==> src/rtl/ahb_matrix_defs.svh <==
`ifndef AHB_MATRIX_DEFS_SVH
`define AHB_MATRIX_DEFS_SVH

// ------------------------------------------------------------
// Bus
// ------------------------------------------------------------
`define AHB_ADDR_WIDTH          32
`define AHB_DATA_WIDTH          32
`define AHB_DEVICE_COUNT        3       // 0 reset RAM, 1 main RAM, 2 GPIO

// ------------------------------------------------------------
// Memories and address map
// ------------------------------------------------------------
`define RESET_RAM_ADDR_WIDTH    10      // 1 KB
`define RAM_ADDR_WIDTH          12      // 4 KB

`define RESET_RAM_ADDR_MATCH    7'h7f   // haddr[28:22], physical 1fc00000
`define RAM_ADDR_MATCH          3'h0    // haddr[28:26], physical 00000000
`define GPIO_ADDR_MATCH         7'h7e   // haddr[28:22], physical 1f800000

// ------------------------------------------------------------
// GPIO
// ------------------------------------------------------------
`define N_SWITCHES              18
`define N_BUTTONS               5
`define N_RED_LEDS              18
`define N_GREEN_LEDS            9
`define HEX_WIDTH               32

`endif

==> src/rtl/ahb_decoder.sv <==
`timescale 1ns/1ps
`default_nettype none

`include "ahb_matrix_defs.svh"

module ahb_decoder (
    input  logic                         clk,
    input  logic                         rst,
    input  logic [`AHB_ADDR_WIDTH-1:0]   haddr,
    input  logic                         hready,
    output logic [`AHB_DEVICE_COUNT-1:0] hsel,
    output logic [`AHB_DEVICE_COUNT-1:0] hsel_r
);

    // ------------------------------------------------------------
    // Address phase select
    // ------------------------------------------------------------
    always_comb begin
        hsel    = '0;
        hsel[0] = (haddr[28:22] == `RESET_RAM_ADDR_MATCH);  // 1fc00000 - 1fffffff
        hsel[1] = (haddr[28:26] == `RAM_ADDR_MATCH);        // 00000000 - 03ffffff
        hsel[2] = (haddr[28:22] == `GPIO_ADDR_MATCH);       // 1f800000 - 1fbfffff
    end

    // ------------------------------------------------------------
    // Data phase select, follows the bus only when a phase ends
    // ------------------------------------------------------------
    always_ff @(posedge clk) begin
        if (rst) begin
            hsel_r <= '0;
        end else if (hready) begin
            hsel_r <= hsel;
        end
    end

    // Address windows must never overlap
    a_hsel_onehot: assert property (
        @(posedge clk) disable iff (rst) $onehot0(hsel)
    );

endmodule

`default_nettype wire

==> config.mk <==
export PLATFORM = sky130hd
export DESIGN_NAME = ahb_decoder
export DESIGN_NICKNAME = d
export VERILOG_FILES = /design/src/rtl/ahb_decoder.sv
export VERILOG_INCLUDE_DIRS = /design/src /design/src/rtl
export SDC_FILE = /design/constraint.sdc
export NUM_CORES = 1
export LEC_CHECK = 0
export ABC_AREA = 0
export BUFFER_PORTS_ARGS = -buffer_cell sky130_fd_sc_hd__buf_2
export CAP_MARGIN = 0
export CORE_AREA = 2 2 39 41
export CTS_CLUSTER_SIZE = 20
export DETAILED_ROUTE_END_ITERATION = 16
export DIE_AREA = 0 0 41 43
export PLACE_DENSITY = 0.54
export SKIP_LAST_GASP = 1
export SYNTH_ARGS = -nofsm -noshare
export SYNTH_HDL_FRONTEND = slang
export SYNTH_SLANG_ARGS = --single-unit
==> constraint.sdc <==
create_clock -name clk -period 1.65 [get_ports clk]
set_input_delay 0.165 -clock clk [delete_from_list [all_inputs] [get_ports clk]]
set_output_delay 0.165 -clock clk [all_outputs]
set_load 0.02 [all_outputs]
==> reports/qor.txt, run 1 <==
outcome: finished, final reports clean
Starting Density: 10.8%
Yosys top cell area share: 40.3%
Multi-input gate area: 88.8 sq um
Total Routed Length: 423 um
period utilization: 59.9%
ANT cells: 0
Syn Nets: 52
leakage power: 0.126 nW
Global Route met1 Usage: 3.50%
# H-tree levels: 1
ANT nets after route: 0
register area: 60.1 sq um
CP Max Fanout: 4
worst-margin pin slew: 264 ps
number of flip-flops in the largest register: 3
RePlAce Congestion: 0.523
commonest cells after routing, fill and taps aside: buf_2, nand2b_1, clkbuf_4, dfxtp_1, nor3_1
post-synthesis cell type count: 12
core area: 1380 sq um
Mapped Avg Cell Area: 8.76 sq um
biggest regs: hsel_r (3)
port bufs: 15
routed len/inst: 8.13 um
Hold Crit Class: in -> reg
clock skew: 0 ps
drt pass-1 iters: 1
vias per cell: 3.83
CP Launch Type: primary input
Final Util: 19.5%
critical path type: in -> out
# hold bufs at CTS: 0
sequential area share after synthesis: 40.3%
Residual DRC: 0
CTS Buffer Depth: 2
Final HPWL DP: 370 um
Setup Fix Bufs, Post-CTS: 0
Reg with most FFs: hsel_r
initial drt markers: 0
busiest grt layer: met2
Layout area overhead: 81.5%
die width: 41 um
grt ovf: 0
Top Ports: 41
Nets: 72
GRT met2 Usage: 10.0%
Die Span Y: 43 um
RSZ-0062 raised after global routing: false
worst IR drop on VDD: 151 uV
dominant cell type by area after synthesis: dfxtp_1
Crit. End Element: primary output
commonest non-fill, non-tap cell in the layout: buf_2
TritonCTS Buffers: 3
Final Hold Viols: 0
Max Cap Violations: 0
Tmin final: 989 ps
Vias: 199
share of post-route cells with drive strength above 1: 52.8%
root buf cell: clkbuf_4
Cell Rows: 14
setup ws final: 661 ps
worst path required time: 1480 ps
Mapped Cells: 17
post-CTS sizing: 0
Synth Register Bits: 3
TNS Setup: 0 ps
largest net degree at the start of global routing: 6
die area: 1760 sq um
Clock transition at path regs: 40 ps
WP data arrival: 820 ps
post-place setup slack: 638 ps
antenna violations before repair: 0
M3 GR Usage: 3.14%
Mapped Area: 149 sq um
Worst-Skew Late Latency: 230 ps
Clock Sinks: 3
CTS tree: built
normalized max-slew margin: 82.2%
max-slew violations: 0
vias in the first global route: 206
GRT Total Usage: 5.81%
Fillers: 167
power per cell area: 839 nW/um^2
first-pass GRT wire length: 648 um
Synth area leaders: dfxtp_1, nand2b_1, nor3_1, or4b_1, o32ai_1
yosys warns: 0
Fmax: 1010 MHz
Setup Viol. Count Final: 0
[Yosys cell counts, drive strengths merged]
cell type,n
nand3,1
nor2,1
nand2,1
a21oi,1
nand4,1
or4b,1
o41ai,1
o32ai,1
nand2b,3
nor3,2
or3b,1
dfxtp,3
[worst max-delay path: stages]
cell and delay, ps:
buf_2 100, nand4_1 170, nor3_1 200, buf_2 190
[stage by stage]
stage / std cells / cell area, sq um / hold slack [ps] / total power [W]
2_1_floorplan: 17 / 149 / 234 / 0.0000838
3_3_place_gp: 48 / 244 / 373 / 0.000101
3_5_place_dp: 48 / 244 / 376 / 0.000101
4_1_cts: 52 / 270 / 127 / 0.000235
5_1_grt: 52 / 270 / 139 / 0.000240
6_report: 52 / 270 / 129 / 0.000227
[logic make-up after synthesis]
logic type         share of synthesized area, %
AOI/OAI and AO/OA                          15.1
and+or+nand+nor                            44.5
DFF                                        40.3
[power by group]
group          internal [W]  switching (W)   total, W  leakage (nW)
clock             0.0000905      0.0000366   0.000127        0.0150
combinational     0.0000124      0.0000133  0.0000257        0.0864
sequential        0.0000737    0.000000290  0.0000740        0.0242
[path summary, 6_finish.rpt]
check | startpoint | endpoint | slack (ps) | depth (start not counted)
max | haddr[26] | hsel[2] | 660 | 4
min | rst | hsel_r[1] | 130 | 2
max reg2reg | hsel_r[2] | hsel_r[2] | 730 | 2
min reg2reg | hsel_r[1] | hsel_r[1] | 470 | 2
[area by class of cell]
class | instances | share of cell area, %
Clock buffer | 4 | 9.72
Multi-Input combinational cell | 14 | 32.9
Timing Repair Buffer | 15 | 27.8
Tap cell | 16 | 7.41
Sequential cell | 3 | 22.2
[routing by layer]
layer | part of all wire, % | routed length, um | vias up
li1 | - | - | 104
met1 | 29 | 124 | 88
met2 | 58 | 247 | 7
met3 | 12 | 51 | 0
met4 | 0 | 0 | 0
met5 | 0 | 0 | -
No activity file was read; power rests on OpenSTA's default activity.
==> inputs of run 2 (changes only) <==
PLACE_DENSITY = 0.56   (was 0.54)
clock period = 0.9 ns   (was 1.65 ns; I/O delays follow)
==> reports/qor.txt, run 2 (synthesis gave the netlist of run 1 again) <==
root buf cell: clkbuf_4
die area: 1760 sq um
outcome: finished, final reports clean
routed len/inst: 9.16 um
r2r setup slk: 40 ps
clock skew: 0 ps
period utilization: 95.5%
worst IR drop on VDD: 417 uV
Hold Crit Class: in -> reg
antenna violations before repair: 0
Fillers: 165
# H-tree levels: 1
min-delay src: rst
initial drt markers: 5
r2r worst-path depth: 2
commonest non-fill, non-tap cell in the layout: buf_2
Starting Density: 10.8%
TNS Setup: 0 ps
power per cell area: 1340 nW/um^2
setup ws final: 40.3 ps
Hold Path Depth: 2
Setup Viol. Count Final: 0
Buf/Inv on CP: 0
GRT Total Usage: 7.31%
first-pass GRT wire length: 786 um
WP data arrival: 980 ps
delay of the slowest critical-path stage: 360 ps
FF-to-FF End: hsel_r[2]
grt ovf: 0
Final Util: 22.7%
Vias: 215
Clock Sinks: 3
largest net degree at the start of global routing: 5
cell family with most CP delay: simple AND/OR/NAND/NOR gates
ANT nets after route: 0
CTS Buffer Depth: 2
critical path type: reg -> reg
crit-path cells: or3b_4 > o41ai_2
biggest regs: hsel_r (3)
die width: 41 um
port bufs: 15
Residual DRC: 0
worst-margin pin slew: 243 ps
core area: 1380 sq um
ANT cells: 0
Critical R2R Launch: hsel_r[2]
Clock transition at path regs: 40 ps
Total Routed Length: 504 um
share of post-route cells with drive strength above 1: 64.1%
post-place setup slack: -39.2 ps
Top Ports: 41
CP Launch Type: flip-flop
Tmin final: 860 ps
Cell Rows: 14
Fmax: 1160 MHz
commonest cells after routing, fill and taps aside: buf_2, buf_4, nand2b_1, clkbuf_4, dfxtp_1
Layout area overhead: 111%
Nets: 75
Crit. End Element: flip-flop
worst hold endpoint: hsel_r[1]
CP Max Fanout: 2
number of flip-flops in the largest register: 3
RePlAce Congestion: 0.593
normalized max-slew margin: 83.6%
leakage power: 0.147 nW
Reg with most FFs: hsel_r
max-slew violations: 0
vias per cell: 3.91
RSZ-0062 raised after global routing: true
Worst-Skew Late Latency: 230 ps
TritonCTS Buffers: 3
Final Hold Viols: 0
Max Cap Violations: 0
vias in the first global route: 206
drt pass-1 iters: 2
worst path required time: 1020 ps
Die Span Y: 43 um
slowest CP cell: or3b_4
CTS tree: built
Pwr Total: 0.000421 W
==> run 2: per-stage QoR <==
| step | hold WS [ps] | cell area [sq um] | cells |
|---|---|---|---|
| finish | 64.7 | 314 | 55 |
| global route | 57.4 | 314 | 55 |
| CTS | 57.7 | 284 | 53 |
| detailed placement | 303 | 258 | 49 |
| global placement | 299 | 258 | 49 |
| floorplan | 159 | 155 | 17 |
==> run 2: worst max path at each step <==
stage	start	endpoint	cells past startpoint
floorplan	hsel_r[2]	hsel_r[2]	2
global placement	haddr[27]	hsel_r[1]	3
detailed placement	haddr[27]	hsel_r[1]	3
CTS	hsel_r[2]	hsel_r[2]	2
global route	hsel_r[2]	hsel_r[2]	2
finish	hsel_r[2]	hsel_r[2]	2
==> run 2: per-layer routing <==
metal | vias to the layer above | track usage, % | routed length (um)
li1 | 110 | - | -
met1 | 98 | 5.75 | 179
met2 | 7 | 10.6 | 284
met3 | 0 | 4.71 | 40
met4 | 0 | 8.00 | 0
met5 | - | 0 | 0
==> run 2: report_power, final <==
part	switching (W)	internal (W)	leakage (nW)
Combinational	0.0000290	0.0000285	0.107
Sequential	0.000000607	0.000132	0.0250
Clock	0.0000653	0.000166	0.0150
==> run 2: final cells by class <==
type | instances | area, sq um | share of cell area, %
clock buffer | 4 | 26.3 | 8.37
multi-input combinational | 14 | 104 | 33.1
sequential | 3 | 63.8 | 20.3
tap | 16 | 20.0 | 6.37
timing repair buffer | 18 | 100 | 31.9
==> run 2: what timing repair did <==
action / in CTS / in global routing
resized for setup: 0 / 3
setup buffers: 0 / 2
hold endpoints to repair: 0 / 0
setup endpoints to repair: 0 / 2
hold buffers: 0 / 0
==> inputs of run 3 (changes only) <==
CELL_PAD_IN_SITES_DETAIL_PLACEMENT = 0   (was default)
CELL_PAD_IN_SITES_GLOBAL_PLACEMENT = 2   (was default)
CORE_AREA = default   (was 2 2 39 41)
CORE_MARGIN = 2   (was default)
CORE_UTILIZATION = 10   (was default)
DIE_AREA = default   (was 0 0 41 43)
PLACE_DENSITY = 0.95   (was 0.56)
==> reports/qor.txt, run 3 (synthesis gave the netlist of run 1 again) <==
outcome: finished, final reports clean
critical path type: reg -> reg
Reg with most FFs: hsel_r
Total Routed Length: 470 um
CTS tree: built
Hold Crit Class: in -> reg
WP data arrival: 980 ps
clock skew: 0 ps
# H-tree levels: 1
worst hold endpoint: hsel_r[1]
CTS Buffer Depth: 2
Fmax: 1160 MHz
root buf cell: clkbuf_4
biggest regs: hsel_r (3)
Tmin final: 862 ps
Max Cap Violations: 0
number of flip-flops in the largest register: 3
core area: 1350 sq um
min-delay src: rst
Setup Viol. Count Final: 0
first-pass GRT wire length: 793 um
leakage power: 0.138 nW
worst path required time: 1020 ps
initial drt markers: 2
Hold Path Depth: 2
normalized max-slew margin: 83.3%
port bufs: 15
antenna violations before repair: 0
drt pass-1 iters: 2
Top Ports: 41
Starting Density: 11.0%
post-place setup slack: -55.3 ps
Critical R2R Launch: hsel_r[2]
commonest non-fill, non-tap cell in the layout: buf_2
period utilization: 95.8%
Clock transition at path regs: 40 ps
Crit. End Element: flip-flop
power per cell area: 1390 nW/um^2
Residual DRC: 0
setup ws final: 37.9 ps
GRT Total Usage: 6.15%
grt ovf: 0
crit path launch: hsel_r[2]
largest net degree at the start of global routing: 6
CP Max Fanout: 2
die width: 42.6 um
Vias: 207
ANT cells: 0
TNS Setup: 0 ps
Layout area overhead: 100%
vias in the first global route: 231
die area: 1810 sq um
FF-to-FF End: hsel_r[2]
TritonCTS Buffers: 3
Final Hold Viols: 0
Nets: 73
Cell Rows: 13
share of post-route cells with drive strength above 1: 62.2%
worst-margin pin slew: 247 ps
RePlAce Congestion: 0.581
Worst-Skew Late Latency: 230 ps
r2r worst-path depth: 2
CP Launch Type: flip-flop
Die Span Y: 42.6 um
r2r setup slk: 40 ps
routed len/inst: 9.04 um
# hold bufs at CTS: 0
ANT nets after route: 0
vias per cell: 3.98
RSZ-0062 raised after global routing: false
worst IR drop on VDD: 451 uV
Clock Sinks: 3
max-slew violations: 0
commonest cells after routing, fill and taps aside: buf_2, nand2b_1, clkbuf_4, dfxtp_1, buf_4
-- run 3: cell types whose count changed in the layout (fill, tap and decap cells not counted) --
cell	previous run	this run
buf_4	4	2
-- run 3: area by class of cell --
type / count / area, sq um
Fill cell: 160 / 1050
Multi-Input combinational cell: 14 / 104
Timing Repair Buffer: 16 / 85.1
Sequential cell: 3 / 63.8
Clock buffer: 4 / 26.3
Tap cell: 15 / 18.8
-- run 3: per-layer routing --
metal | vias to the layer above | GRT usage, % | routed length [um]
met1 | 90 | 4.85 | 206
met4 | 0 | 7.50 | 0
met3 | 0 | 2.59 | 43
met5 | - | 0 | 0
li1 | 109 | - | -
met2 | 8 | 10.2 | 220
-- run 3: worst max path at each step --
stage / end / slack [ps]
after global routing: hsel[2] / 1
after detailed placement: hsel_r[2] / -60
after floorplan: hsel_r[2] / 20
final: hsel_r[2] / 40
after CTS: hsel_r[2] / 30
after global placement: hsel_r[1] / -30
-- run 3: stage by stage --
stage                     instance area [sq um]  hold slack (ps)  total power [W]  cells  utilization (%)
final                                       298             53.9         0.000415     52             22.1
after global placement                      249              294         0.000182     47             18.4
after floorplan                             155              159         0.000151     17                -
after CTS                                   283             45.0         0.000431     51             20.9
after global routing                        298             68.1         0.000445     52             22.1
after detailed placement                    249              295         0.000183     47             18.4
-- run 3: worst max-delay path, stage by stage, from the launching register on --
cell	delay [ps]
dfxtp_4	330
or3b_4	370
o41ai_2	60
-- run 3: report_power, final --
part	leakage [nW]	switching (W)	internal (W)	total, W
sequential	0.0250	0.000000603	0.000132	0.000133
combinational	0.0982	0.0000275	0.0000244	0.0000520
clock	0.0150	0.0000647	0.000166	0.000231
-- run 3: repair_timing --
item                       CTS  global route
pin swaps                    0             1
setup endpoints to repair    1             1
setup buffers                0             1
gates resized for setup      1             2
gates cloned                 0             0
