## src/rtl/ahb_matrix_defs.svh

```systemverilog
`ifndef AHB_MATRIX_DEFS_SVH
`define AHB_MATRIX_DEFS_SVH

// ------------------------------------------------------------
// Bus
// ------------------------------------------------------------
`define AHB_ADDR_WIDTH          32
`define AHB_DATA_WIDTH          32
`define AHB_DEVICE_COUNT        3       // 0 reset RAM, 1 main RAM, 2 GPIO

// ------------------------------------------------------------
// Memories and address map
// ------------------------------------------------------------
`define RESET_RAM_ADDR_WIDTH    10      // 1 KB
`define RAM_ADDR_WIDTH          12      // 4 KB

`define RESET_RAM_ADDR_MATCH    7'h7f   // haddr[28:22], physical 1fc00000
`define RAM_ADDR_MATCH          3'h0    // haddr[28:26], physical 00000000
`define GPIO_ADDR_MATCH         7'h7e   // haddr[28:22], physical 1f800000

// ------------------------------------------------------------
// GPIO
// ------------------------------------------------------------
`define N_SWITCHES              18
`define N_BUTTONS               5
`define N_RED_LEDS              18
`define N_GREEN_LEDS            9
`define HEX_WIDTH               32

`endif

```

## src/rtl/ahb_matrix_pkg.sv

```systemverilog
`default_nettype none

`include "ahb_matrix_defs.svh"

package ahb_matrix_pkg;

    typedef enum logic [1:0] {
        HTRANS_IDLE   = 2'b00,
        HTRANS_BUSY   = 2'b01,
        HTRANS_NONSEQ = 2'b10,
        HTRANS_SEQ    = 2'b11
    } htrans_t;

    typedef enum logic [2:0] {
        HSIZE_BYTE = 3'b000,
        HSIZE_HALF = 3'b001,
        HSIZE_WORD = 3'b010
    } hsize_t;

    localparam logic HRESP_OKAY = 1'b0;

    // Master request, address phase and data phase together
    typedef struct packed {
        logic [`AHB_ADDR_WIDTH-1:0] haddr;
        htrans_t                    htrans;
        hsize_t                     hsize;
        logic                       hwrite;
        logic [`AHB_DATA_WIDTH-1:0] hwdata;
    } ahb_req_t;

    typedef struct packed {
        logic [`AHB_DATA_WIDTH-1:0] hrdata;
        logic                       hreadyout;
        logic                       hresp;
    } ahb_rsp_t;

endpackage

`default_nettype wire

```

## src/rtl/ahb_gpio_slave.sv

```systemverilog
`timescale 1ns/1ps
`default_nettype none

`include "ahb_matrix_defs.svh"

module ahb_gpio_slave import ahb_matrix_pkg::*; (
    input  logic                     clk,
    input  logic                     rst,
    input  ahb_req_t                 req,
    input  logic                     hsel,
    input  logic                     hready,
    output ahb_rsp_t                 rsp,
    input  logic [`N_SWITCHES-1:0]   switches,
    input  logic [`N_BUTTONS-1:0]    buttons,
    output logic [`N_RED_LEDS-1:0]   red_leds,
    output logic [`N_GREEN_LEDS-1:0] green_leds,
    output logic [`HEX_WIDTH-1:0]    hex
);

    localparam int DW = `AHB_DATA_WIDTH;

    // Register index, haddr[4:2]
    localparam logic [2:0] REG_RED   = 3'd0;
    localparam logic [2:0] REG_GREEN = 3'd1;
    localparam logic [2:0] REG_HEX   = 3'd2;
    localparam logic [2:0] REG_SW    = 3'd3;
    localparam logic [2:0] REG_BTN   = 3'd4;

    logic       accept;
    logic [2:0] idx_q;
    logic       write_q;

    assign accept = hsel && hready &&
                    (req.htrans == HTRANS_NONSEQ || req.htrans == HTRANS_SEQ);

    always_ff @(posedge clk) begin
        if (rst) begin
            write_q <= 1'b0;
        end else if (hready) begin
            write_q <= accept && req.hwrite;
        end
    end

    always_ff @(posedge clk) begin
        if (accept) begin
            idx_q <= req.haddr[4:2];
        end
    end

    // ------------------------------------------------------------
    // Output registers, written in the data phase
    // ------------------------------------------------------------
    always_ff @(posedge clk) begin
        if (rst) begin
            red_leds   <= '0;
            green_leds <= '0;
            hex        <= '0;
        end else if (write_q && hready) begin
            case (idx_q)
                REG_RED:   red_leds   <= req.hwdata[`N_RED_LEDS-1:0];
                REG_GREEN: green_leds <= req.hwdata[`N_GREEN_LEDS-1:0];
                REG_HEX:   hex        <= req.hwdata[`HEX_WIDTH-1:0];
                default:   ;                    // Read-only or unused
            endcase
        end
    end

    always_comb begin
        case (idx_q)
            REG_RED:   rsp.hrdata = DW'(red_leds);
            REG_GREEN: rsp.hrdata = DW'(green_leds);
            REG_HEX:   rsp.hrdata = DW'(hex);
            REG_SW:    rsp.hrdata = DW'(switches);
            REG_BTN:   rsp.hrdata = DW'(buttons);
            default:   rsp.hrdata = '0;
        endcase
    end

    assign rsp.hreadyout = 1'b1;
    assign rsp.hresp     = HRESP_OKAY;

endmodule

`default_nettype wire

```

## config.mk

```make
export PLATFORM = sky130hd
export DESIGN_NAME = ahb_gpio_slave
export DESIGN_NICKNAME = d
export VERILOG_FILES = /design/src/rtl/ahb_matrix_pkg.sv /design/src/rtl/ahb_gpio_slave.sv
export VERILOG_INCLUDE_DIRS = /design/src /design/src/rtl
export SDC_FILE = /design/constraint.sdc
export NUM_CORES = 1
export LEC_CHECK = 0
export BUFFER_PORTS_ARGS = -buffer_cell sky130_fd_sc_hd__buf_4
export CAP_MARGIN = 20
export CORE_ASPECT_RATIO = 0.75
export CORE_MARGIN = 1.5
export CORE_UTILIZATION = 45
export CTS_BUF_LIST = sky130_fd_sc_hd__clkbuf_16
export DETAILED_ROUTE_END_ITERATION = 12
export GPL_TIMING_DRIVEN = 0
export HOLD_SLACK_MARGIN = 0.03
export PLACE_DENSITY = 0.92
export SLEW_MARGIN = 0
export SYNTH_ARGS = -nofsm -noshare
export SYNTH_HDL_FRONTEND = slang
export SYNTH_SLANG_ARGS = --single-unit
```

## constraint.sdc

```tcl
create_clock -name clk -period 2.05 [get_ports clk]
set_clock_uncertainty 0.05 [all_clocks]
set_input_delay 0 -clock clk [delete_from_list [all_inputs] [get_ports clk]]
set_output_delay 0 -clock clk [all_outputs]
set_load 0.05 [all_outputs]
```

==> results.cfg, run 1 <==
[hold_path]
min_path_type = input pin to flop

[detailed_routing]
firstDrtPassIters = 4
drtIter0Drc = 77
viasPerCell = 4.935
antenna_left = 0
drcViolationCount = 0
vias = 3178
wire_per_inst_um = 16.51
wl_mm = 10.63

[power_and_ir_drop]
p_sw_share_pct = 23.34
power_switching_mw = 0.7267
seqPwrFrac_pct = 40.0
power_density_nw_per_um2 = 584.2
vdd_drop_max_uv = 382.4
pwr-share-clk_pct = 46.3
power.internal_mw = 2.387
p_leak_nw = 2.478
power.total_mw = 3.113
combinationalPowerShare_pct = 13.7

[grt]
grtUsageTotal_pct = 26.66
grt_pass1_vias = 3350
antenna_found_initial = 0
grt_max_degree = 11
grt_overflow_total = 0
grt_pass1_wl_mm = 16.03

[sta]
hold_violations = 0
fin_crit_sh_pct = 98.55
layout_setup_ws_ns = 0.02970
setup_violations = 0
timing.slew.headroom_pct = 44.13
max_freq_ghz = 0.4950
grt_setup_unrepaired = true
worst_slew_pin_slew_ns = 0.8304
final-max-slew-violation-count = 0
period_needed_ns = 2.020

[final_layout]
drive_gt1_share_pct = 37.02
layout_common_cells = 157 x buf_4, 93 x nand2b_1, 69 x mux2i_1, 60 x dfxtp_1, 37 x dlygate4sd3_1
fin_nets = 635
n_antenna_cell = 0
final_cells = 644
final_common_cell = buf_4
fillerInstances = 565
area_delta_synth_final_pct = 58.62

[yosys]
seq_area_frac_synth_pct = 38.44
avgSynthCellArea_um2 = 9.998
syn_inst = 336
ys_ff_latch = 63
synthDistinctLibCells = 31
synthesis.nets = 433
synth_warnings = 0
synth_area_um2 = 3359

[cts]
cts_buffer_depth = 2
cts_buffers = 9
root_buffer = clkbuf_16
cts.sinks = 63
clkTransAtPathRegs_ns = 0.05
worstSkewPairLatency_ns = 0.32
htreeDepth = 3
cts_tree = yes

[setup_path]
cp.arrival_ns = 1.97
cp_max_fo = 10
cp-end-kind = output port
crit_required_ns = 2.00
critical_path_class = flop to output port
reg2reg_from = idx_q[2]
cp-startpoint = idx_q[0]
start_kind = flop
r2r-end = red_leds[2]
r2r_cells = 3
crit_end = rsp[8]
rrSetupSlack_ns = 0.17

[place]
hpwl_mm = 7.368
dp_cells = 590
finalWeightedCongestion = 0.8046
port_buffers = 153
post-place-ws_ns = -0.01060

[floorplanning]
die_h_um = 77.83
die_area_um2 = 7998
die_w_um = 102.8
ios = 190
start_util_pct = 46.04
rows = 27
core_area_um2 = 7297

[job]
cap_violations = 0

[status]
status = finished clean
[critical path, stage by stage (launching register included)]
cell and delay, ns:
edfxtp_1 0.31, buf_4 0.20, clkbuf_1 0.41, mux4_2 0.36, nor2b_1 0.16, buf_4 0.20
[through the flow]
| step | cell area [µm²] | hold slack, ns | util (%) | TNS, ns |
|---|---|---|---|---|
| after floorplan | 3359 | 0.04887 | - | 0 |
| after global placement | 4634 | 0.1304 | 63.51 | -0.02466 |
| after detailed placement | 4634 | 0.1310 | 63.51 | -0.01578 |
| after CTS | 5298 | 0.07998 | 72.60 | 0 |
| after global routing | 5329 | 0.08366 | 73.03 | -0.08529 |
| final | 5329 | 0.08809 | 73.03 | 0 |
[metal layers]
| layer | track usage (%) | up-vias | share of wire (%) |
|---|---|---|---|
| li1 | - | 1535 | - |
| met1 | 30.07 | 1512 | 42 |
| met2 | 48.74 | 112 | 51 |
| met3 | 6.036 | 19 | 5.0 |
| met4 | 9.459 | 0 | 1.9 |
| met5 | 0 | - | 0 |
[timing repair]
item / CTS / global route
gates resized for setup: 5 / 6
pin swaps: 0 / 0
setup endpoints to repair: 24 / 24
hold buffers: 37 / 0
hold endpoints to repair: 63 / 0
buffers inserted: 0 / 1
[Yosys cell counts]
| master | n | share of area (%) |
|---|---|---|
| a21oi_1 | 1 | 0.15 |
| a22oi_1 | 9 | 2.0 |
| a311o_1 | 1 | 0.30 |
| and2_1 | 14 | 2.6 |
| and3_1 | 2 | 0.37 |
| buf_2 | 2 | 0.30 |
| buf_4 | 4 | 0.89 |
| buf_6 | 5 | 1.7 |
| buf_8 | 1 | 0.45 |
| clkbuf_1 | 17 | 1.9 |
| conb_1 | 2 | 0.22 |
| dfxtp_1 | 60 | 36 |
| edfxtp_1 | 3 | 2.7 |
| mux2_2 | 9 | 3.0 |
| mux2i_1 | 69 | 21 |
| mux4_1 | 1 | 0.78 |
| mux4_2 | 3 | 2.0 |
| nand2_1 | 2 | 0.22 |
| nand2b_1 | 93 | 17 |
| nand3_2 | 1 | 0.30 |
| nand3b_1 | 4 | 0.89 |
| nor2_1 | 11 | 1.2 |
| nor2b_1 | 4 | 0.74 |
| nor3_1 | 1 | 0.15 |
| nor3_2 | 1 | 0.30 |
| nor3b_2 | 1 | 0.37 |
| nor4_1 | 1 | 0.19 |
| o21a_1 | 4 | 0.89 |
| o21ai_0 | 8 | 1.2 |
| or3_1 | 1 | 0.19 |
| or4_4 | 1 | 0.34 |
[power by group through the flow]
stage	clock (mW)	combinational, mW	sequential [mW]
floorplan	0	0.194	1.28
global placement	0	0.349	1.27
detailed placement	0	0.356	1.27
CTS	1.45	0.415	1.24
global route	1.51	0.451	1.24
finish	1.44	0.426	1.24
[state kept, by name, indices dropped and copies added (netlist names)]
| signal | flops |
|---|---|
| red_leds | 18 |
| green_leds | 9 |
| idx_q | 3 |
| write_q | 1 |
| hex | 32 |
[cell type report]
type	count	area (µm²)	area share, %
tap	101	126.4	2.371
clock buffer	9	225.2	4.226
buffer	29	183.9	3.452
clock inverter	7	56.30	1.057
sequential	63	1291	24.23
timing repair buffer	191	1539	28.88
multi-input combinational	244	1907	35.78
[worst min-delay path by stage]
stage            start       end  slack, ns  depth (start not counted)
2_1_floorplan  req[40]  idx_q[0]       0.05                          0
3_3_place_gp   req[40]  idx_q[0]       0.13                          1
3_5_place_dp   req[42]  idx_q[2]       0.13                          1
4_1_cts           hsel  idx_q[1]       0.08                          2
5_1_grt           hsel  idx_q[0]       0.08                          2
6_report          hsel  idx_q[0]       0.09                          2
[cell families after synthesis]
family	count (synthesis)	synth area share, %
other cells	2	0.2235
flops	63	38.44
compound gates	23	4.544
mux	82	26.37
simple gates	137	25.21
buf+inv	29	5.214
No activity file was read; power rests on OpenSTA's default activity.
==> run 2: changes to the inputs <==
- CELL_PAD_IN_SITES_DETAIL_PLACEMENT: unset -> 1
- CELL_PAD_IN_SITES_GLOBAL_PLACEMENT: unset -> 2
- CORE_UTILIZATION: 45 -> 25
==> results.cfg, run 2 (synthesis gave the netlist of run 1 again) <==
[final_layout]
fin_nets = 635
area_delta_synth_final_pct = 60.48
multiInputGateArea_um2 = 1907
final_cells = 713
final_common_cell = buf_4
fillerInstances = 1528
drive_gt1_share_pct = 36.72
final_area_um2 = 5391
regArea_um2 = 1291
layout_common_cells = 157 x buf_4, 93 x nand2b_1, 69 x mux2i_1, 60 x dfxtp_1, 37 x dlygate4sd3_1
largest_reg_flops = 32
n_antenna_cell = 0
largestRegisters = hex (32), red_leds (18), green_leds (9)
largest-register = hex

[setup_path]
cp-end-kind = flop
critical_path_class = flop to flop
crit_family = simple AND/OR/NAND/NOR gates
cpPeakStageDelay_ns = 0.83
critical-path-slowest-cell = nor4_1
cp.arrival_ns = 2.15
crit_required_ns = 2.25
start_kind = flop
cp_max_fo = 10
crit_chain = clkbuf_2 -> nor4_1 -> mux2i_1
r2r_cells = 3
cp.depth = 3
cp_num_buf_inv = 1

[grt]
grt_pass1_wl_mm = 18.87
antenna_found_initial = 0
grt_overflow_total = 0
grt_max_degree = 11
grt_pass1_vias = 3409
grtUsageTotal_pct = 17.63

[status]
status = finished clean

[place]
hpwl_mm = 8.950
finalWeightedCongestion = 0.7246
port_buffers = 153
placed_area_um2 = 4722
post-place-ws_ns = -0.2525
dp_cells = 660

[power_and_ir_drop]
seqPwrFrac_pct = 41.7
power.total_mw = 2.987
p_sw_share_pct = 24.53
power_density_nw_per_um2 = 554.0
power_switching_mw = 0.7327
vdd_drop_max_uv = 341.7
power.internal_mw = 2.254
pwr-share-clk_pct = 43.8
combinationalPowerShare_pct = 14.5
p_leak_nw = 2.468

[floorplanning]
start_util_pct = 25.72
ios = 190
die_area_um2 = 14150
die_w_um = 136.9
core_area_um2 = 13060
rows = 36
die_h_um = 103.4

[detailed_routing]
drtIter0Drc = 89
antenna_left = 0
viasPerCell = 4.492
firstDrtPassIters = 4
vias = 3203
drcViolationCount = 0
wire_per_inst_um = 17.33
wl_mm = 12.35

[job]
cap_violations = 0

[cts]
cts_buffer_depth = 2
cts_buffers = 9
cts.sinks = 63
root_buffer = clkbuf_16
worstSkewPairLatency_ns = 0.32
cts_tree = yes
clkTransAtPathRegs_ns = 0.05
htreeDepth = 3

[sta]
final-max-slew-violation-count = 0
timing.slew.headroom_pct = 38.25
layout_setup_ws_ns = 0.09775
fin_crit_sh_pct = 95.23
setup_violations = 0
max_freq_ghz = 0.5122
period_needed_ns = 1.952
hold_violations = 0
worst_slew_pin_slew_ns = 0.9177

[hold_path]
min_path_type = input pin to flop
holdPathStages = 2
run 2: cell count changes in the layout (fill, tap and decap cells not counted), sizes merged:
| cell | change |
|---|---|
| clkinv | -1 |
| inv | +1 |
| clkbuf | -1 |
| buf | +1 |
| bufinv | -1 |
run 2: path summary, 6_finish.rpt:
check / to / slack, ns / start
min: idx_q[0] / 0.10 / hsel
max: red_leds[2] / 0.1 / idx_q[2]
min reg2reg: hex[11] / 0.44 / hex[11]
max reg2reg: red_leds[2] / 0.1 / idx_q[2]
run 2: power groups by stage:
| stage | clock, mW | sequential, mW | combinational [mW] |
|---|---|---|---|
| 6_report | 1.31 | 1.24 | 0.434 |
| 3_3_place_gp | 0 | 1.27 | 0.361 |
| 5_1_grt | 1.39 | 1.24 | 0.466 |
| 4_1_cts | 1.35 | 1.24 | 0.430 |
| 3_5_place_dp | 0 | 1.27 | 0.369 |
| 2_1_floorplan | 0 | 1.28 | 0.194 |
run 2: layout make-up:
cell class | instances | area share, %
plain buffers | 29 | 3.551
well taps | 171 | 3.968
flip-flops and latches | 63 | 23.95
repair buffers | 191 | 28.54
clock inverters | 6 | 0.4409
multi-input cells | 244 | 35.37
clock buffers | 9 | 4.177
run 2: routing by layer:
metal / vias up / global-route usage [%] / wire length [µm]
li1: 1538 / - / -
met1: 1551 / 22.13 / 5589
met2: 100 / 30.96 / 5929
met3: 14 / 3.947 / 689
met4: 0 / 4.291 / 145
met5: - / 0 / 0
run 2: what timing repair did:
| item | in CTS | in global routing |
|---|---|---|
| endpoints found under the setup margin | 25 | 22 |
| gates resized for setup | 9 | 4 |
| endpoints found under the hold margin | 63 | 0 |
| pin swaps | 0 | 1 |
| setup buffers | 0 | 1 |
| hold buffers | 37 | 0 |
run 2: metrics by stage:
stage	TNS (ns)	hold slack [ns]	util (%)
floorplan	0	0.04887	-
global placement	-1.221	0.1316	36.15
detailed placement	-1.968	0.1308	36.15
CTS	0	0.07149	41.02
global route	-0.0001115	0.1259	41.27
finish	0	0.1048	41.27
