<file path="src/rtl/ahb_matrix_defs.svh">
`ifndef AHB_MATRIX_DEFS_SVH
`define AHB_MATRIX_DEFS_SVH

// ------------------------------------------------------------
// Bus
// ------------------------------------------------------------
`define AHB_ADDR_WIDTH          32
`define AHB_DATA_WIDTH          32
`define AHB_DEVICE_COUNT        3       // 0 reset RAM, 1 main RAM, 2 GPIO

// ------------------------------------------------------------
// Memories and address map
// ------------------------------------------------------------
`define RESET_RAM_ADDR_WIDTH    10      // 1 KB
`define RAM_ADDR_WIDTH          12      // 4 KB

`define RESET_RAM_ADDR_MATCH    7'h7f   // haddr[28:22], physical 1fc00000
`define RAM_ADDR_MATCH          3'h0    // haddr[28:26], physical 00000000
`define GPIO_ADDR_MATCH         7'h7e   // haddr[28:22], physical 1f800000

// ------------------------------------------------------------
// GPIO
// ------------------------------------------------------------
`define N_SWITCHES              18
`define N_BUTTONS               5
`define N_RED_LEDS              18
`define N_GREEN_LEDS            9
`define HEX_WIDTH               32

`endif

</file>
<file path="src/rtl/ahb_matrix_pkg.sv">
`default_nettype none

`include "ahb_matrix_defs.svh"

package ahb_matrix_pkg;

    typedef enum logic [1:0] {
        HTRANS_IDLE   = 2'b00,
        HTRANS_BUSY   = 2'b01,
        HTRANS_NONSEQ = 2'b10,
        HTRANS_SEQ    = 2'b11
    } htrans_t;

    typedef enum logic [2:0] {
        HSIZE_BYTE = 3'b000,
        HSIZE_HALF = 3'b001,
        HSIZE_WORD = 3'b010
    } hsize_t;

    localparam logic HRESP_OKAY = 1'b0;

    // Master request, address phase and data phase together
    typedef struct packed {
        logic [`AHB_ADDR_WIDTH-1:0] haddr;
        htrans_t                    htrans;
        hsize_t                     hsize;
        logic                       hwrite;
        logic [`AHB_DATA_WIDTH-1:0] hwdata;
    } ahb_req_t;

    typedef struct packed {
        logic [`AHB_DATA_WIDTH-1:0] hrdata;
        logic                       hreadyout;
        logic                       hresp;
    } ahb_rsp_t;

endpackage

`default_nettype wire

</file>
<file path="src/rtl/ahb_response_mux.sv">
`timescale 1ns/1ps
`default_nettype none

`include "ahb_matrix_defs.svh"

module ahb_response_mux import ahb_matrix_pkg::*; (
    input  logic     [`AHB_DEVICE_COUNT-1:0] hsel_r,
    input  ahb_rsp_t [`AHB_DEVICE_COUNT-1:0] slave_rsp,
    output ahb_rsp_t                         rsp,
    output logic                             hready
);

    // Unmapped default is zero data, ready, OKAY.
    // Scanning downward lets the lowest selected slot win
    always_comb begin
        rsp.hrdata    = '0;
        rsp.hreadyout = 1'b1;
        rsp.hresp     = HRESP_OKAY;
        for (int i = `AHB_DEVICE_COUNT - 1; i >= 0; i--) begin
            if (hsel_r[i]) begin
                rsp = slave_rsp[i];
            end
        end
    end

    assign hready = rsp.hreadyout;

endmodule

`default_nettype wire

</file>
<file path="config.mk">
export PLATFORM = sky130hd
export DESIGN_NAME = ahb_response_mux
export DESIGN_NICKNAME = d
export VERILOG_FILES = /design/src/rtl/ahb_matrix_pkg.sv /design/src/rtl/ahb_response_mux.sv
export VERILOG_INCLUDE_DIRS = /design/src /design/src/rtl
export SDC_FILE = /design/constraint.sdc
export NUM_CORES = 1
export LEC_CHECK = 0
export BUFFER_PORTS_ARGS = -buffer_cell sky130_fd_sc_hd__clkbuf_2
export CAP_MARGIN = 20
export CORE_MARGIN = 3
export CORE_UTILIZATION = 37
export DETAILED_ROUTE_END_ITERATION = 16
export PLACE_DENSITY_LB_ADDON = 0.3
export SETUP_SLACK_MARGIN = 0.5
export SLEW_MARGIN = 25
export SYNTH_ARGS = -nofsm -noshare
export SYNTH_HDL_FRONTEND = slang
export SYNTH_SLANG_ARGS = --single-unit
</file>
<file path="constraint.sdc">
create_clock -name vclk -period 1.6
set_clock_uncertainty 0.15 [all_clocks]
set_input_delay 0.16 -clock vclk [all_inputs]
set_output_delay 0.16 -clock vclk [all_outputs]
set_load 0.1 [all_outputs]
</file>
==> results of run 1 <==
==> cells by family after synthesis <==
family / Yosys count
compound gates: 67
buf+inv: 19
simple gates: 69
==> stage by stage <==
stage / setup TNS [ns] / area [um^2] / std cells
2_1_floorplan: -0.4186 / 1476 / 155
3_3_place_gp: 0 / 2634 / 313
3_5_place_dp: 0 / 2634 / 313
==> cell usage after synthesis, drive strengths merged <==
master	count	area [um^2]
a21oi	66	488.0
nor2b	34	212.7
nand3b	33	247.7
buf	15	122.6
clkbuf	4	15.01
nand2	1	3.750
nor3b	1	7.510
o31ai	1	12.51
==> qor.csv, run 1 <==
stage,metric,value,unit
floorplanning,IO Pins,140,
place,I/O Buffers,140,
place,dpl ws,0.1068,ns
floorplanning,Starting Density,0.3956,
synthesis,Synth Cell Area,1110,um^2
synthesis,synth unique cells,12,
place,dpl hpwl,4.559,mm
synthesis,Synth Instances,155,
synthesis,Post-Synth XOR/XNOR Area,0,
clock_tree,cts hold-fix bufs,0,
floorplanning,die width,60.77,um
synthesis,largest family of logic cells by synthesized area,compound AO/OA/AOI/OAI gates,
synthesis,post-synthesis sequential area ratio,0,
synthesis,Synth Warn #,0,
synthesis,mux contribution to synthesized area,0,
floorplanning,row cnt,19,
clock_tree,Post-CTS Setup Inserts,1,
synthesis,Mapped Nets,260,
synthesis,Post-Synth Simple-Gate Area,0.4250,
place,global placement routability congestion,0.7260,
synthesis,compound-gate portion of the synthesized area,0.4510,
outcome,Fail Step,4_1_cts,
synthesis,synthesized-area fraction occupied by adder cells,0,
outcome,Err,[ERROR DPL-0033] detailed placement checks failed during check placement.,
synthesis,Mapped Avg Cell Area,7.160,um^2
clock_tree,post_cts resized,12,
floorplanning,Vert. Die Dim,60.77,um
outcome,status,aborted with a tool error,
==> run 2, diff against run 1 <==
- CORE_AREA: default -> 3 3 64 66
- CORE_MARGIN: 3 -> default
- CORE_UTILIZATION: 37 -> default
- DIE_AREA: default -> 0 0 67 69
- PLACE_DENSITY_LB_ADDON: 0.3 -> 0.15
- SETUP_SLACK_MARGIN: 0.5 -> default
==> run 2 against run 1 <==
The flow now finishes without violations. Area after synthesis unchanged. Synthesized cell count is the same.
==> qor.csv, run 2 <==
stage,metric,value,unit,change
drt,DRC,0,,
min_path,min-delay src,slave_rsp[75],,
place,Post-DP Area,2665,um^2,+1.2%
synthesis,Mapped Nets,260,,unchanged
clock_tree,Post-CTS Setup Inserts,0,,-1
setup_path,CP peak stage delay,0.22,ns,
synthesis,largest family of logic cells by synthesized area,compound AO/OA/AOI/OAI gates,,
synthesis,Post-Synth Simple-Gate Area,0.4250,,unchanged
synthesis,synth top area cells,"a21oi_2, nand3b_1, nor2b_1",,
setup_path,CP Data Required Time,1.29,ns,
floorplanning,die width,67,um,+10%
setup_path,Crit-path slowest cell,nand3b_1,,
synthesis,most common cell in the netlist,a21oi_2,,
synthesis,Synth Warn #,0,,unchanged
drt,final WL,4.349,mm,
sta,Max transition margin,0.7665,,
global_route,grt met2 use,0.3297,,
power,leakage power,1.116,nW,
setup_path,CP Launch Type,input port,,
setup_path,"Max FO, Critical Path",28,,
setup_path,critical path class,input port to output pin,,
clock_tree,post_cts resized,0,,-12
synthesis,synth unique cells,12,,unchanged
global_route,initial antenna violation count,0,,
job,MaxCap Viol Count,0,,
layout,num sequential,0,,
global_route,total global-route track usage,0.1741,,
place,global placement routability congestion,0.7745,,+6.7%
sta,Final Hold Viols,0,,
sta,unrepaired setup endpoints after global routing,no,,
layout,Finished Layout Cells,333,,
drt,routed vias,1598,,
place,I/O Buffers,140,,unchanged
place,DP Cell Count,333,,+6.4%
drt,via/cell ratio,4.799,,
synthesis,Mapped Avg Cell Area,7.160,um^2,unchanged
place,dpl hpwl,3.805,mm,-17%
power,maximum VDD drop,0.2886,mV,
layout,synth-to-layout area growth,140.1,%,
min_path,worst hold stages,4,,
sta,Final min period,1.455,ns,
global_route,GRT busiest layer,met2,,
drt,drt pass-1 iters,4,,
global_route,number of global-route vias before repair,1572,,
layout,antenna fix cells,0,,
layout,final instance area,2665,um^2,
drt,wire per inst,13.06,um,
synthesis,mux contribution to synthesized area,0,,unchanged
sta,final max-slew violation count,0,,
synthesis,Commonest cells post-synth,"a21oi_2, nor2b_1, nand3b_1",,
global_route,global-route wire length before repair,6.768,mm,
setup_path,crit path cell chain,clkbuf_2 -> buf_12 -> nand3b_1 -> a21oi_4 -> buf_12,,
synthesis,Synth Cell Area,1110,um^2,unchanged
synthesis,largest area contributor in the netlist,a21oi_2,,
layout,"commonest non-fill, non-tap cell in the layout",clkbuf_2,,
sta,final-report setup violation count,0,,
layout,clk_buf instances,0,,
global_route,total grt overflow,0,,
floorplanning,IO Pins,140,,unchanged
layout,nets,392,,
global_route,met3 Use GR,0.02606,,
synthesis,post-synthesis sequential area ratio,0,,unchanged
sta,Fin Setup TNS,0,ns,
global_route,M1 GR Usage,0.2002,,
sta,period utilization,0.9092,,
setup_path,Worst setup EP type,output pin,,
min_path,Worst Hold Class,input port to output pin,,
synthesis,compound-gate portion of the synthesized area,0.4510,,unchanged
floorplanning,Starting Density,0.3054,,-0.09019
layout,fill count,277,,
layout,most frequent cells in the layout,"clkbuf_2, buf_12, nor2b_1",,
setup_path,worst endpoint data arrival time,1.14,ns,
setup_path,most frequent CP cell,buf_12,,
synthesis,synthesized-area fraction occupied by adder cells,0,,unchanged
sta,fmax,0.6875,GHz,
global_route,largest net degree at the start of global routing,40,,
power,Final Power,0.001456,W,
min_path,Hold Path Sink,rsp[7],,
synthesis,top-area cell type share of the netlist area,0.3315,,unchanged
outcome,status,completed,,
floorplanning,Vert. Die Dim,69,um,+14%
layout,share of post-route cells with drive strength above 1,0.7158,,
floorplanning,row cnt,22,,+3
sta,worst slew pin tran,0.3495,ns,
drt,initial DRC count,30,,
layout,register area,0,um^2,
floorplanning,CORE AREA,3633,um^2,
floorplanning,die area,4623,um^2,
synthesis,Post-Synth XOR/XNOR Area,0,,unchanged
power,PwrDens,546.4,nW/um^2,
clock_tree,cts hold-fix bufs,0,,unchanged
setup_path,Critical Path Source,hsel_r[1],,
drt,remaining antenna violation count,0,,
synthesis,Synth Instances,155,,unchanged
[run 2: cell counts after synthesis]
Identical to the previous run, type by type.
[run 2: worst max-delay path, delay by kind of cell]
kind            cells  cell delay (ns)
buf+inv             3             0.58
compound gates      1             0.18
simple gates        1             0.22
[run 2: cell type report]
cell class | count | area, um^2 | share of cell area
timing repair buffer | 149 | 1331 | 0.4995
multi-input combinational | 136 | 1274 | 0.4779
tap | 48 | 60.06 | 0.02254
[run 2: power by group]
part | total (W) | internal [W] | switching [W]
clock | 0 | 0 | 0
combinational | 0.00146 | 0.000562 | 0.000895
sequential | 0 | 0 | 0
total | 0.00146 | 0.000562 | 0.000895
[run 2: how the worst max path moves through the flow]
stage / slack, ns / cells past startpoint / to
6_report: 0.15 / 5 / rsp[19]
5_1_grt: 0.08 / 5 / rsp[19]
4_1_cts: 0.13 / 5 / rsp[19]
3_5_place_dp: 0.13 / 5 / rsp[19]
3_3_place_gp: 0.18 / 5 / rsp[15]
2_1_floorplan: -0.34 / 4 / rsp[1]
[run 2: cells by family (layout without fill, tap and decap cells)]
group,Yosys count,in the layout
buffers and inverters,19,149
AOI/OAI and AO/OA,67,67
and+or+nand+nor,69,69
[run 2: per-layer routing]
metal / share of wire / vias to the layer above
met5: 0 / -
met4: 0.020 / 0
met3: 0.089 / 8
met2: 0.53 / 77
met1: 0.36 / 705
li1: - / 808
[run 2: per-stage QoR]
step,hold WS [ns],util,setup WS (ns)
2_1_floorplan,0.4663,-,-0.3435
3_3_place_gp,0.5925,0.7335,0.1785
3_5_place_dp,0.5951,0.7335,0.1329
4_1_cts,0.5960,0.7335,0.1271
5_1_grt,0.6116,0.7335,0.08207
6_report,0.5924,0.7335,0.1454
(Power assumes the default switching activity.)
==> run 3, diff against run 2 <==
- RECOVER_POWER: default -> 100
- REMOVE_ABC_BUFFERS: default -> 1
==> run 3 against run 2 <==
Sequential cell count did not move. Maximum frequency down 5.6%. Global-route usage increased by 0.32 points. Cell count shrank 0.60%. Wire length rose by 3.9%. Cell area shrank 23%. Clock-buffer cell count did not move. Non-clock buffer count decreased by 2. Sequential share of layout area is the same.
==> qor.csv, run 3 (same netlist as run 2, synthesis figures left out) <==
stage,metric,value,unit,change
sta,Final Hold Viols,0,,unchanged
setup_path,CP Data Required Time,1.29,ns,about the same
power,maximum VDD drop,0.3344,mV,+16%
layout,final instance area,2057,um^2,-23%
drt,routed vias,1587,,-0.69%
sta,period utilization,0.9629,,+0.05376
power,Flop pwr share,0,,unchanged
power,combinational share of power,1.000,,about the same
setup_path,"Max FO, Critical Path",38,,+36%
layout,"commonest non-fill, non-tap cell in the layout",clkbuf_2,,
job,MaxCap Viol Count,0,,unchanged
global_route,largest net degree at the start of global routing,39,,-2.5%
sta,setup ws final,0.05934,ns,-0.08602 ns
floorplanning,die area,4623,um^2,unchanged
power,leakage power,0.9481,nW,-15%
power,PwrDens,571.6,nW/um^2,+4.6%
global_route,global-route wire length before repair,6.913,mm,+2.1%
sta,unrepaired setup endpoints after global routing,no,,
drt,wire per inst,13.65,um,+4.5%
drt,initial DRC count,60,,+100%
power,cell-internal power,0.0003694,W,-34%
floorplanning,Starting Density,0.3054,,unchanged
global_route,total grt overflow,0,,unchanged
layout,clk_buf instances,0,,unchanged
global_route,met3 Use GR,0.04886,,+0.02280
outcome,status,completed,,
drt,DRC,0,,unchanged
sta,fmax,0.6491,GHz,-5.6%
power,Clock Power Share,0,,unchanged
layout,synth-to-layout area growth,85.34,%,
setup_path,Worst setup EP type,output pin,,
power,Final Power,0.001176,W,-19%
global_route,GRT busiest layer,met2,,
layout,most frequent cells in the layout,"clkbuf_2, a21oi_2, nor2b_1",,
setup_path,CP Launch Type,input port,,
drt,remaining antenna violation count,0,,unchanged
setup_path,worst endpoint data arrival time,1.23,ns,+0.09 ns
layout,nets,390,,-0.51%
power,Sw Pwr,0.0008063,W,-9.9%
power,Sw Share,0.6858,,+0.07144
place,Post-DP Area,2386,um^2,-10%
sta,Max transition margin,0.6765,,-0.09001
place,I/O Buffers,140,,unchanged
floorplanning,Vert. Die Dim,69,um,unchanged
clock_tree,post_cts resized,0,,unchanged
floorplanning,CORE AREA,3633,um^2,unchanged
global_route,M1 GR Usage,0.1924,,-0.007813
sta,Final min period,1.541,ns,+0.08602 ns
sta,final max-slew violation count,0,,unchanged
drt,via/cell ratio,4.795,,about the same
sta,final-report setup violation count,0,,unchanged
place,dpl ws,0.1171,ns,-0.01583 ns
min_path,Worst Hold Class,input port to output pin,,
global_route,grt met2 use,0.3450,,+0.01528
floorplanning,IO Pins,140,,unchanged
drt,final WL,4.519,mm,+3.9%
layout,num sequential,0,,unchanged
global_route,total global-route track usage,0.1774,,+0.003249
place,global placement routability congestion,0.7065,,-8.8%
sta,worst slew pin tran,0.4886,ns,+0.1391 ns
clock_tree,Post-CTS Setup Inserts,0,,unchanged
global_route,initial antenna violation count,0,,unchanged
layout,share of post-route cells with drive strength above 1,0.6466,,-0.06915
floorplanning,die width,67,um,unchanged
clock_tree,cts hold-fix bufs,0,,unchanged
floorplanning,row cnt,22,,unchanged
layout,fill count,367,,+32%
layout,antenna fix cells,0,,unchanged
place,dpl hpwl,3.819,mm,+0.38%
drt,drt pass-1 iters,4,,unchanged
setup_path,critical path class,input port to output pin,,
global_route,number of global-route vias before repair,1565,,-0.45%
layout,register area,0,um^2,unchanged
run 3: changes by cell type in the layout (fill, tap and decap cells not counted), sizes merged:
cell | previous run | this run
clkbuf | 105 | 128
buf | 44 | 19
run 3: stage by stage:
stage	instances	util	setup TNS (ns)	hold WS (ns)
after global placement	331	0.6567	0	0.5559
after detailed placement	331	0.6567	0	0.5599
final	331	0.5661	0	0.5712
after global routing	331	0.5661	0	0.5992
after CTS	331	0.6567	0	0.5602
after floorplan	136	-	-8.983	0.4907
run 3: critical path, cell delays in order:
cell and delay (ns):
clkbuf_2 0.14, buf_12 0.19, nand3b_1 0.17, a21oi_1 0.12
buf_2 0.44
run 3: cell type report:
type	instances	area [um^2]	share of cell area
multi-input cells	136	945.9	0.4599
well taps	48	60.06	0.02920
repair buffers	147	1051	0.5110
run 3: worst paths after layout:
check	startpoint	to	slack [ns]	cells past startpoint
max	hsel_r[1]	rsp[0]	0.06	5
min	slave_rsp[99]	rsp[31]	0.57	4
run 3: power by group through the flow:
stage / clock (W) / combinational, W / sequential (W)
after floorplan: 0 / 0.000752 / 0
after global placement: 0 / 0.00135 / 0
after detailed placement: 0 / 0.00137 / 0
after CTS: 0 / 0.00137 / 0
after global routing: 0 / 0.00123 / 0
final: 0 / 0.00118 / 0
run 3: routing by layer:
layer	part of all wire	wire length (um)
met1	0.37	1692
met2	0.50	2262
met3	0.12	544
met4	0.0044	20
met5	0	0
==> run 4, diff against run 3 <==
- ABC_AREA: default -> 1
- GPL_TIMING_DRIVEN: default -> 0
==> run 4 against run 3 <==
Sequential share of layout area is the same. Wire length shrank 15%. Clock-buffer cell count did not move. Global-route usage decreased by 3.1 points. Total power fell by 10%. Largest power group unchanged.
==> qor.csv, run 4 <==
stage,metric,value,unit,change
drt,remaining antenna violation count,0,,unchanged
job,MaxCap Viol Count,0,,unchanged
setup_path,CP Launch Type,input port,,
floorplanning,die area,4623,um^2,unchanged
place,I/O Buffers,140,,unchanged
floorplanning,CORE AREA,3633,um^2,unchanged
synthesis,largest area contributor in the netlist,nor2_1,,
layout,Finished Core Util,0.5010,,-0.06508
global_route,largest net degree at the start of global routing,69,,+77%
global_route,total global-route track usage,0.1465,,-0.03086
drt,DRC,0,,unchanged
drt,wire per inst,9.002,um,-34%
sta,setup ws final,0.1302,ns,+0.07083 ns
layout,Finished Layout Cells,427,,+29%
synthesis,synth unique cells,11,,-1
global_route,initial antenna violation count,0,,unchanged
sta,worst slew pin tran,0.4924,ns,+0.003742 ns
global_route,global-route wire length before repair,5.913,mm,-14%
synthesis,most common cell in the netlist,nor2_1,,
drt,via/cell ratio,4.169,,-13%
layout,antenna fix cells,0,,unchanged
setup_path,Crit-path slowest cell,buf_2,,
layout,fill count,433,,+18%
synthesis,Mapped Avg Cell Area,4.227,um^2,-41%
synthesis,top-area cell type share of the netlist area,0.3840,,+0.05255
sta,Final min period,1.470,ns,-0.07083 ns
layout,clk_buf instances,0,,unchanged
power,Sw Share,0.7543,,+0.06859
setup_path,worst endpoint data arrival time,1.16,ns,-0.07 ns
floorplanning,IO Pins,140,,unchanged
setup_path,Worst setup EP type,output pin,,
place,dpl ws,-0.4438,ns,-0.5609 ns
layout,nets,486,,+25%
clock_tree,Post-CTS Setup Inserts,0,,unchanged
place,DP Cell Count,427,,+29%
min_path,Worst Hold Class,input port to output pin,,
sta,final-report setup violation count,0,,unchanged
floorplanning,die width,67,um,unchanged
place,Post-DP Area,1715,um^2,-28%
global_route,number of global-route vias before repair,1532,,-2.1%
power,Sw Pwr,0.0007944,W,-1.5%
layout,"commonest non-fill, non-tap cell in the layout",nor2_1,,
power,maximum VDD drop,0.3203,mV,-4.2%
setup_path,crit path cell chain,buf_12 -> nand3b_1 -> nand2_1 -> nand2_1 -> buf_2,,
synthesis,post-synthesis sequential area ratio,0,,unchanged
outcome,status,completed,,
floorplanning,Starting Density,0.3013,,-0.004132
drt,routed vias,1780,,+12%
synthesis,Synth Warn #,0,,unchanged
power,Clock Power Share,0,,unchanged
sta,Fin Setup TNS,0,ns,unchanged
power,cell-internal power,0.0002587,W,-30%
global_route,GRT busiest layer,met2,,
synthesis,synth top area cells,"nor2_1, nand2_1, nor2_2",,
drt,drt pass-1 iters,4,,unchanged
sta,fmax,0.6804,GHz,+4.8%
layout,num sequential,0,,unchanged
layout,share of post-route cells with drive strength above 1,0.4248,,-0.2218
setup_path,critical path class,input port to output pin,,
setup_path,CP peak stage delay,0.43,ns,about the same
setup_path,most frequent CP cell,nand2_1,,
clock_tree,cts hold-fix bufs,0,,unchanged
global_route,total grt overflow,0,,unchanged
drt,final WL,3.844,mm,-15%
synthesis,Synth Cell Area,1095,um^2,-1.4%
layout,most frequent cells in the layout,"nor2_1, clkbuf_2, nand2_1",,
sta,Final Hold Viols,0,,unchanged
place,global placement routability congestion,0.7062,,about the same
setup_path,"Max FO, Critical Path",68,,+79%
global_route,met3 Use GR,0.02769,,-0.02117
power,Flop pwr share,0,,unchanged
floorplanning,row cnt,22,,unchanged
global_route,M1 GR Usage,0.1592,,-0.03320
layout,register area,0,um^2,unchanged
sta,period utilization,0.9186,,-0.04427
synthesis,Synth Instances,259,,+67%
floorplanning,Vert. Die Dim,69,um,unchanged
power,PwrDens,578.5,nW/um^2,+1.2%
layout,final instance area,1821,um^2,-11%
sta,final max-slew violation count,0,,unchanged
power,combinational share of power,1.000,,about the same
power,leakage power,1.127,nW,+19%
setup_path,CP Data Required Time,1.29,ns,about the same
layout,synth-to-layout area growth,66.29,%,
sta,unrepaired setup endpoints after global routing,no,,
place,dpl hpwl,2.831,mm,-26%
global_route,grt met2 use,0.2959,,-0.04913
sta,Max transition margin,0.6740,,-0.002478
synthesis,Commonest cells post-synth,"nor2_1, nand2_1, nor2_2",,
drt,initial DRC count,75,,+25%
## run 4: cell count changes after synthesis, sizes merged
cell    previous run  this run
nand2              1       102
buf               15        19
o31ai              1         0
nor2b             34         0
inv                0         3
clkbuf             4         1
a21oi             66         1
nor2               0       132
nand3b            33         1
nor3b              1         0
## run 4: cell type report
class / count / area (um^2) / share of cell area
well taps: 48 / 60.06 / 0.03299
multi-input cells: 236 / 940.9 / 0.5168
repair buffers: 140 / 800.8 / 0.4399
inverters: 3 / 18.77 / 0.01031
## run 4: cells by family after synthesis
group / share of synthesized area
AOI/OAI and AO/OA: 0.004567
buffers and inverters: 0.1406
and+or+nand+nor: 0.8549
## run 4: layer usage
metal,up-vias,part of all wire
li1,998,-
met1,698,0.40
met2,84,0.48
met3,0,0.13
met4,0,0
met5,-,0
## run 4: final timing paths
path	start	endpoint	slack, ns	cells past startpoint
worst max-delay path	hsel_r[1]	hready	0.13	5
worst min-delay path	slave_rsp[3]	rsp[3]	0.65	4
## run 4: worst max-delay path: cells and delay by family
| kind | cells | cell delay, ns |
|---|---|---|
| simple gates | 3 | 0.28 |
| buf+inv | 2 | 0.69 |
## run 4: power groups by stage
stage	clock [W]	combinational, W	sequential (W)
2_1_floorplan	0	0.000761	0
3_3_place_gp	0	0.00101	0
3_5_place_dp	0	0.00102	0
4_1_cts	0	0.00106	0
5_1_grt	0	0.00112	0
6_report	0	0.00105	0
## run 4: metrics by stage
step           power (W)  hold WS (ns)
2_1_floorplan  0.0007605        0.6071
6_report        0.001053        0.6486
4_1_cts         0.001059        0.6331
3_3_place_gp    0.001013        0.7209
3_5_place_dp    0.001016        0.7226
5_1_grt         0.001124        0.6733
## run 4: timing repair
item                                    in CTS  in global routing
resized for setup                           39                  4
endpoints found under the setup margin      35                 26
pin swaps                                    0                  0
